`config.mk`:
```
export PLATFORM = sky130hd
export DESIGN_NAME = net_tx_top
export DESIGN_NICKNAME = d
export VERILOG_FILES = /design/src/design/net_tx_pkg.sv /design/src/design/frame_serializer.sv /design/src/design/ip_header_gen.sv /design/src/design/net_tx_top.sv /design/src/design/udp_header_gen.sv
export SDC_FILE = /design/constraint.sdc
export NUM_CORES = 1
export LEC_CHECK = 0
export BUFFER_PORTS_ARGS = -buffer_cell sky130_fd_sc_hd__buf_2
export CORE_MARGIN = 2
export CORE_UTILIZATION = 59
export DETAILED_ROUTE_END_ITERATION = 10
export GPL_TIMING_DRIVEN = 0
export PLACE_DENSITY = 0.86
export SLEW_MARGIN = 5
export SYNTH_ARGS = -nofsm -noshare
export SYNTH_HDL_FRONTEND = slang
export SYNTH_SLANG_ARGS = --single-unit
```
`constraint.sdc`:
```
create_clock -name tx_clock -period 12.1 [get_ports tx_clock]
set_input_delay 0.605 -clock tx_clock [delete_from_list [all_inputs] [get_ports tx_clock]]
set_output_delay 0.605 -clock tx_clock [all_outputs]
set_load 0.01 [all_outputs]
```
`src/design/net_tx_pkg.sv`:
```
/* net_tx_pkg
   frame sizes, protocol field values and the ipv4 header word type
   shared by the udp transmit path */

package net_tx_pkg;

  // --------------------------------------------------
  // frame layout, in bytes
  // --------------------------------------------------
  localparam int MAC_HDR_BYTES   = 14;  // dst mac, src mac, ethertype
  localparam int IP_HDR_BYTES    = 20;  // no options
  localparam int UDP_HDR_BYTES   = 8;
  localparam int FRAME_HDR_BYTES = MAC_HDR_BYTES + IP_HDR_BYTES + UDP_HDR_BYTES;
  localparam int MAX_PAYLOAD     = 1472; // 1500 mtu less ip and udp headers

  localparam int IP_HDR_WORDS    = IP_HDR_BYTES / 4; // 32-bit words in the ip header

  // --------------------------------------------------
  // field values
  // --------------------------------------------------
  localparam logic [15:0] ETHERTYPE_IPV4 = 16'h0800;
  localparam logic [7:0]  IP_VER_IHL     = 8'h45;   // v4, 5 words
  localparam logic [7:0]  IP_TOS         = 8'h00;
  localparam logic [7:0]  IP_TTL         = 8'd128;
  localparam logic [7:0]  IP_PROTO_UDP   = 8'd17;
  localparam logic [15:0] IP_FLAGS_DF    = 16'h4000; // don't fragment, offset 0
  localparam logic [15:0] LOCAL_PORT     = 16'd1024;
  localparam logic [15:0] UDP_CHECKSUM   = 16'h0000; // checksum not computed

  // --------------------------------------------------
  // flow control
  // --------------------------------------------------
  localparam int CREDIT_MAX   = 8;
  localparam int CREDIT_WIDTH = $clog2(CREDIT_MAX + 1);

  // --------------------------------------------------
  // ipv4 header word
  // --------------------------------------------------
  // the header is built as named fields, then summed as 16-bit halves
  // by the checksum adder; both views overlay the same 32 bits
  typedef union packed {
    struct packed {
      logic [15:0] hi;           // first half on the wire
      logic [15:0] lo;
    } half;
    struct packed {
      logic [7:0]  ver_ihl;
      logic [7:0]  tos;
      logic [15:0] total_length; // ip + udp header + payload
    } len_word;
    struct packed {
      logic [15:0] id;
      logic [15:0] flags;        // flags and fragment offset
    } id_word;
    struct packed {
      logic [7:0]  ttl;
      logic [7:0]  protocol;
      logic [15:0] checksum;
    } ttl_word;
    logic [31:0] raw;            // address words
  } ip_word_t;

endpackage

```
`src/design/frame_serializer.sv`:
```
/* frame_serializer
   captures a udp send request, starts both header builders and streams
   mac header, ip header, udp header and payload under credit flow control */

`timescale 1ns/1ps

module frame_serializer
  import net_tx_pkg::*;
(
  input  logic         tx_clock,
  input  logic         reset,
  input  logic         udp_tx_request,
  input  logic [15:0]  udp_tx_length,
  input  logic [7:0]   udp_tx_data,
  input  logic [47:0]  local_mac,
  input  logic [47:0]  destination_mac,
  input  logic [31:0]  local_ip,
  input  logic [31:0]  destination_ip,
  input  logic [15:0]  destination_port,
  input  logic         tx_credit,              // one byte of downstream space
  input  logic [159:0] ip_header,
  input  logic         ip_done,
  input  logic [63:0]  udp_header,
  input  logic         udp_done,
  output logic         build_start,
  output logic [15:0]  payload_length,
  output logic [31:0]  captured_local_ip,
  output logic [31:0]  captured_destination_ip,
  output logic [15:0]  captured_destination_port,
  output logic [7:0]   tx_data,
  output logic         tx_valid,
  output logic         udp_tx_enable,
  output logic         tx_active
);

  localparam int HDR_BITS = 8 * FRAME_HDR_BYTES;

  logic [47:0]             captured_destination_mac;
  logic [47:0]             captured_local_mac;
  logic [15:0]             byte_index;   // position in the frame
  logic [CREDIT_WIDTH-1:0] credit_count;
  logic                    capture;
  logic                    headers_ready;
  logic                    credit_add;
  logic                    last_byte;
  logic                    in_header;
  logic [HDR_BITS-1:0]     frame_header;
  logic [HDR_BITS-1:0]     header_shifted;

  assign capture = udp_tx_request && !tx_active;

  // --------------------------------------------------
  // request capture
  // --------------------------------------------------
  always_ff @(posedge tx_clock) begin
    if (capture) begin
      payload_length            <= udp_tx_length;
      captured_destination_mac  <= destination_mac;
      captured_local_mac        <= local_mac;
      captured_local_ip         <= local_ip;
      captured_destination_ip   <= destination_ip;
      captured_destination_port <= destination_port;
    end
  end

  // done levels from the last frame are stale while build_start is up
  assign headers_ready = tx_active && !build_start && ip_done && udp_done;
  assign tx_valid      = headers_ready && (credit_count != '0);
  assign in_header     = byte_index < 16'(FRAME_HDR_BYTES);
  assign udp_tx_enable = tx_valid && !in_header;
  assign last_byte     = byte_index == payload_length + 16'(FRAME_HDR_BYTES - 1);

  // frame control
  always_ff @(posedge tx_clock) begin
    if (reset) begin
      tx_active   <= 1'b0;
      build_start <= 1'b0;
      byte_index  <= 16'd0;
    end else begin
      build_start <= 1'b0;                  // single pulse
      if (capture) begin
        tx_active   <= 1'b1;
        build_start <= 1'b1;
        byte_index  <= 16'd0;
      end else if (tx_valid) begin
        byte_index <= byte_index + 16'd1;
        if (last_byte) begin
          tx_active <= 1'b0;                // low from the next cycle
        end
      end
    end
  end

  // --------------------------------------------------
  // credit counter
  // --------------------------------------------------
  // a pulse at the ceiling only counts when a byte leaves the same cycle
  assign credit_add = tx_credit && (tx_valid || credit_count != CREDIT_WIDTH'(CREDIT_MAX));

  always_ff @(posedge tx_clock) begin
    if (reset) begin
      credit_count <= '0;
    end else if (credit_add && !tx_valid) begin
      credit_count <= credit_count + 1'b1;
    end else if (!credit_add && tx_valid) begin
      credit_count <= credit_count - 1'b1;
    end
  end

  // --------------------------------------------------
  // byte select
  // --------------------------------------------------
  // 42 header bytes as one vector, first byte on the wire at the top
  assign frame_header = {captured_destination_mac, captured_local_mac, ETHERTYPE_IPV4,
                         ip_header, udp_header};
  assign header_shifted = frame_header << {byte_index[5:0], 3'b000};

  // payload passes straight through from the source
  assign tx_data = in_header ? header_shifted[HDR_BITS-1 -: 8] : udp_tx_data;

  a_credit_ceiling : assert property (@(posedge tx_clock) disable iff (reset)
    credit_count <= CREDIT_WIDTH'(CREDIT_MAX));

  a_send_with_credit : assert property (@(posedge tx_clock) disable iff (reset)
    tx_valid |-> credit_count != '0);

  // both builders finished for this frame, never on done levels left from the last one
  a_headers_built : assert property (@(posedge tx_clock) disable iff (reset)
    tx_valid |-> ip_done && udp_done && $past(tx_active));

endmodule

```
`src/design/ip_header_gen.sv`:
```
/* ip_header_gen
   builds the 20-byte ipv4 header with identification counter and
   ones' complement header checksum, one word summed per cycle */

`timescale 1ns/1ps

module ip_header_gen
  import net_tx_pkg::*;
(
  input  logic         tx_clock,
  input  logic         reset,
  input  logic         build_start,     // one cycle pulse per frame
  input  logic [15:0]  payload_length,
  input  logic [31:0]  local_ip,
  input  logic [31:0]  destination_ip,
  output logic [159:0] ip_header,       // word 0 in the top bits
  output logic         done
);

  ip_word_t    hdr_word [IP_HDR_WORDS];
  logic [19:0] csum_acc;   // ten halves cannot overflow 20 bits
  logic [2:0]  phase;      // 0..4 summing, 5 fold
  logic        busy;
  logic [15:0] ident;      // identification of the next frame
  logic [16:0] fold_once;
  logic [15:0] fold_twice;
  logic        summing;

  // --------------------------------------------------
  // end-around carry
  // --------------------------------------------------
  assign fold_once  = {1'b0, csum_acc[15:0]} + {13'd0, csum_acc[19:16]};
  assign fold_twice = fold_once[15:0] + {15'd0, fold_once[16]}; // last carry, no overflow

  assign summing = busy && (phase < 3'(IP_HDR_WORDS));

  // control: 1 form + 5 sum + 1 fold cycles
  always_ff @(posedge tx_clock) begin
    if (reset) begin
      busy  <= 1'b0;
      done  <= 1'b0;
      phase <= 3'd0;
      ident <= 16'd0;
    end else if (build_start) begin
      busy  <= 1'b1;
      done  <= 1'b0;          // header invalid until checksum lands
      phase <= 3'd0;
      ident <= ident + 16'd1; // once per frame
    end else if (busy) begin
      if (summing) begin
        phase <= phase + 3'd1;
      end else begin
        busy <= 1'b0;
        done <= 1'b1;         // held until next build_start
      end
    end
  end

  // --------------------------------------------------
  // header words and checksum accumulator
  // --------------------------------------------------
  always_ff @(posedge tx_clock) begin
    if (build_start) begin
      hdr_word[0].len_word.ver_ihl      <= IP_VER_IHL;
      hdr_word[0].len_word.tos          <= IP_TOS;
      hdr_word[0].len_word.total_length <= 16'(IP_HDR_BYTES + UDP_HDR_BYTES) + payload_length;
      hdr_word[1].id_word.id            <= ident;
      hdr_word[1].id_word.flags         <= IP_FLAGS_DF;
      hdr_word[2].ttl_word.ttl          <= IP_TTL;
      hdr_word[2].ttl_word.protocol     <= IP_PROTO_UDP;
      hdr_word[2].ttl_word.checksum     <= 16'h0000; // zero while summing
      hdr_word[3].raw                   <= local_ip;
      hdr_word[4].raw                   <= destination_ip;
      csum_acc                          <= 20'd0;
    end else if (summing) begin
      csum_acc <= csum_acc + 20'(hdr_word[phase].half.hi) + 20'(hdr_word[phase].half.lo);
    end else if (busy) begin
      hdr_word[2].ttl_word.checksum <= ~fold_twice; // ones' complement of the sum
    end
  end

  assign ip_header = {hdr_word[0], hdr_word[1], hdr_word[2], hdr_word[3], hdr_word[4]};

  // done comes exactly seven cycles after the serializer's start pulse
  a_done_latency : assert property (@(posedge tx_clock) disable iff (reset)
    $rose(done) |-> $past(build_start, 7));

endmodule

```
`src/design/net_tx_top.sv`:
```
/* net_tx_top
   udp transmit path: request in, ethernet/ipv4/udp frame out one byte per cycle */

`timescale 1ns/1ps

module net_tx_top (
  input  logic        tx_clock,
  input  logic        reset,
  input  logic        udp_tx_request,
  input  logic [15:0] udp_tx_length,
  input  logic [7:0]  udp_tx_data,
  input  logic [47:0] local_mac,
  input  logic [47:0] destination_mac,
  input  logic [31:0] local_ip,
  input  logic [31:0] destination_ip,
  input  logic [15:0] destination_port,
  input  logic        tx_credit,
  output logic [7:0]  tx_data,
  output logic        tx_valid,
  output logic        udp_tx_enable,
  output logic        tx_active
);

  // --------------------------------------------------
  // serializer to builders
  // --------------------------------------------------
  logic         build_start;
  logic [15:0]  payload_length;
  logic [31:0]  captured_local_ip;
  logic [31:0]  captured_destination_ip;
  logic [15:0]  captured_destination_port;

  // builders back to serializer
  logic [159:0] ip_header;
  logic         ip_done;
  logic [63:0]  udp_header;
  logic         udp_done;

  ip_header_gen ip_header_gen_inst (
    .tx_clock       (tx_clock),
    .reset          (reset),
    .build_start    (build_start),
    .payload_length (payload_length),
    .local_ip       (captured_local_ip),
    .destination_ip (captured_destination_ip),
    .ip_header      (ip_header),
    .done           (ip_done)
  );

  udp_header_gen udp_header_gen_inst (
    .tx_clock         (tx_clock),
    .reset            (reset),
    .build_start      (build_start),
    .payload_length   (payload_length),
    .destination_port (captured_destination_port),
    .udp_header       (udp_header),
    .done             (udp_done)
  );

  frame_serializer frame_serializer_inst (
    .tx_clock                  (tx_clock),
    .reset                     (reset),
    .udp_tx_request            (udp_tx_request),
    .udp_tx_length             (udp_tx_length),
    .udp_tx_data               (udp_tx_data),
    .local_mac                 (local_mac),
    .destination_mac           (destination_mac),
    .local_ip                  (local_ip),
    .destination_ip            (destination_ip),
    .destination_port          (destination_port),
    .tx_credit                 (tx_credit),
    .ip_header                 (ip_header),
    .ip_done                   (ip_done),
    .udp_header                (udp_header),
    .udp_done                  (udp_done),
    .build_start               (build_start),
    .payload_length            (payload_length),
    .captured_local_ip         (captured_local_ip),
    .captured_destination_ip   (captured_destination_ip),
    .captured_destination_port (captured_destination_port),
    .tx_data                   (tx_data),
    .tx_valid                  (tx_valid),
    .udp_tx_enable             (udp_tx_enable),
    .tx_active                 (tx_active)
  );

endmodule

```
`src/design/udp_header_gen.sv`:
```
/* udp_header_gen
   registers the 8-byte udp header for each frame */

`timescale 1ns/1ps

module udp_header_gen
  import net_tx_pkg::*;
(
  input  logic        tx_clock,
  input  logic        reset,
  input  logic        build_start,      // one cycle pulse per frame
  input  logic [15:0] payload_length,
  input  logic [15:0] destination_port,
  output logic [63:0] udp_header,       // source port in the top bits
  output logic        done
);

  logic [15:0] udp_length;

  // udp length counts its own header
  assign udp_length = 16'(UDP_HDR_BYTES) + payload_length;

  // --------------------------------------------------
  // header register
  // --------------------------------------------------
  // layout on the wire:
  //   src port, dst port, length, checksum
  always_ff @(posedge tx_clock) begin
    if (build_start) begin
      udp_header <= {LOCAL_PORT,        // fixed source port
                     destination_port,
                     udp_length,
                     UDP_CHECKSUM};     // sent as zero
    end
  end

  // ready one cycle after start, held across the frame
  always_ff @(posedge tx_clock) begin
    if (reset) begin
      done <= 1'b0;
    end else if (build_start) begin
      done <= 1'b1;
    end
  end

  // serializer must never start a frame that cannot fit one mtu
  a_length_limit : assert property (@(posedge tx_clock) disable iff (reset)
    build_start |-> payload_length <= 16'(MAX_PAYLOAD));

endmodule

```
==> flow_summary.toml <==
[floorplan]
row_count = 65
ios = 215
dieArea_um2 = 33300
coreArea_um2 = 31500
die_x_um = 183
initial_utilization = 0.598
die_y_um = 183

[grt]
grt_max_degree = 121
grt_overflow = 0
grtUsageTotal = 0.315
grt_pass1_wl_um = 78000
antenna_found_initial = 8
grt_pass1_vias = 13200

[sta]
fmax_mhz = 186
slew_headroom = 0.298
fin_skew_ps = 23.1
setup_tns_ps = 0
worst-slew-pin-transition_ps = 1050
hold_slack_ps = 223
setup_violations = 0
hold_violations = 0
min_period_ps = 5390
finalCritPeriodShare = 0.445
rsz0062_at_grt = "no"
maxSlewViolCount = 0

[cts]
numCtsBuffers = 42
cts_tree = "done"
h-tree-depth = 2
cts-root-buf = "clkbuf_16"
ctsHoldBuffers = 0
post_cts_resized = 0
cts_sinks = 401
postCtsSetupRepairBufs = 0
cts.clk_slew.worst_paths_ps = 70
clkLatencyLatePin_ps = 550
clk_path_buf_depth = 3

[final_layout]
synthToLayoutAreaGrowth_pct = 16.5
drive_gt1_frac = 0.229
nNetsFinal = 1917
fillers = 2099

[setup_path]
cp_data_required_time_ps = 12530
worstPathMaxFanout = 10
critPathArrivalTime_ps = 5810
crit_path_end_kind = "register"
critical_path_class = "reg -> reg"
startpoint_type = "register"

[routing]
first_iter_violations = 1753
routed_wl_um = 52400
drtAntennaViolNets = 0
drt_pass1_iterations = 5
vias_per_cell = 6.30
route.detailed.drc = 0
routedWlPerCell_um = 24.9
num_vias = 13200

[power]
p_leak_uw = 0.00788
ir_drop_mv = 0.150
p_per_area_nw_per_um2 = 162

[placement]
dp_hpwl_um = 38400
io_buffers = 214
gp_congestion = 1.01

[synthesis]
syn-num-nets = 1656
syn_area_per_cell_um2 = 13.5
async_flop_share = 0
synth-seq-cells = 401
synth_edf_count = 334
yosys.area.top_type_share = 0.533
synth-main-ff-cell = "edfxtp_1"
yosysWarnings = 0
yosys.area.top_type = "edfxtp_1"
netlist_area_um2 = 18800
ys_seq_area_frac = 0.604
netlist_instances = 1396
ys_top_cells_by_area = "edfxtp_1 (53%), dfxtp_1 (7.1%), mux4_2 (6.9%)"
synth_cell_types = 72

[run]
drv_cap = 0

[outcome]
status = "completed"

[worst_hold_path]
hold_class = "in -> reg"
-- per-layer routing --
layer	track usage	vias up	wire, µm
li1	-	5769	-
met1	0.392	6362	18600
met2	0.536	916	25900
met3	0.0627	195	5320
met4	0.147	0	2670
met5	0	-	0
-- cell usage in the layout, fill, tap and decap left out, types with 17 or more instances in the layout --
cell type,instances
edfxtp_1,334
buf_2,229
nor2_1,110
nand2_1,90
mux2i_1,70
dfxtp_1,66
a21oi_1,65
mux4_2,58
inv_1,57
o21ai_0,53
xnor2_1,53
xor2_1,48
clkbuf_1,43
clkbuf_16,42
ha_1,37
nand3_1,34
nor3_1,28
fa_1,19
a211oi_1,17
-- critical path, cell delays in order, from the launching register on --
cell	delay, ps
dfxtp_1	310
clkbuf_1	360
and2_1	190
clkbuf_1	410
clkbuf_1	540
nand2_1	90
o21ai_0	90
mux2i_1	150
fa_1	560
inv_1	40
ha_1	230
fa_1	430
a211oi_1	420
o21ai_0	210
a31oi_1	340
a2111oi_0	210
o31ai_1	310
mux2_2	360
-- sequential cells by signal, summed over array words and instances (netlist names), named ones only --
name                                             cells
frame_serializer_inst.captured_local_ip             32
frame_serializer_inst.payload_length                16
udp_header_gen_inst.udp_header                      32
frame_serializer_inst.captured_destination_ip       32
frame_serializer_inst.build_start                    1
frame_serializer_inst.credit_count                   4
ip_header_gen_inst.hdr_word                        110
ip_header_gen_inst.ident                            16
frame_serializer_inst.byte_index                    16
frame_serializer_inst.captured_destination_mac      48
udp_header_gen_inst.done                             1
frame_serializer_inst.captured_destination_port     16
ip_header_gen_inst.csum_acc                         20
frame_serializer_inst.tx_active                      1
ip_header_gen_inst.busy                              1
ip_header_gen_inst.done                              1
frame_serializer_inst.captured_local_mac            48
ip_header_gen_inst.phase                             3
-- power by group --
part / switching (µW) / internal (µW)
logic: 354 / 235
registers: 71.5 / 1590
clock network: 548 / 762
total: 973 / 2590
-- Yosys cell counts, drive strengths merged, types with 6 or more instances --
master	count
o31ai	10
clkbuf	38
edfxtp	334
nor4	15
nand4	14
nand2b	6
a21oi	65
ha	37
nor2	111
a31oi	9
nand3	34
nand2	90
dfxtp	67
fa	19
xor2	49
or2	6
nor3	28
o21ai	54
a21o	9
and3	11
nor2b	9
mux2	6
inv	58
mux2i	70
and2	6
xnor2	53
buf	34
mux4	58
a211oi	18
or3	7
o211ai	13
-- logic make-up after synthesis --
logic type | Yosys count | share of synthesized area
AO/OA/AOI/OAI | 216 | 0.0733
XOR/XNOR | 102 | 0.0479
adder cells (fa/ha/maj) | 56 | 0.0448
buffers and inverters | 131 | 0.0279
flip-flops | 401 | 0.604
multiplexers | 134 | 0.110
AND/OR/NAND/NOR | 356 | 0.0914
-- final timing paths --
path              slack [ps]                                           end  cells after the start                                              start
setup / recovery        6710               ip_header_gen_inst.csum_acc[17]                     17                                           register
hold reg to reg          420            ip_header_gen_inst.hdr_word[4][10]                      0  frame_serializer_inst.captured_destination_ip[10]
setup reg to reg        6710               ip_header_gen_inst.csum_acc[17]                     17                                           register
hold / removal           220  frame_serializer_inst.captured_local_mac[43]                      1                                      local_mac[43]
-- per-stage QoR --
step,total power (µW),setup slack (ps),std cells,cell area (µm²),utilization
3_5_place_dp,2260,6840,2015,20500,0.651
4_1_cts,3550,6820,2093,21900,0.696
5_1_grt,3680,6380,2101,21900,0.696
2_1_floorplan,2070,6890,1396,18800,-
6_report,3560,6710,2102,21900,0.696
3_3_place_gp,2260,5560,2012,20400,0.648
-- cell type report --
type,instances,area [µm²],area share
Antenna cell,9,22.5,0.00103
Clock inverter,30,330,0.0151
Inverter,59,229,0.0104
Multi-Input combinational cell,864,6920,0.316
Buffer,72,304,0.0139
Timing Repair Buffer,217,1150,0.0526
Clock buffer,48,1080,0.0494
Tap cell,402,503,0.0229
Sequential cell,401,11400,0.519
Note: power is estimated with default switching activity, not from simulation.
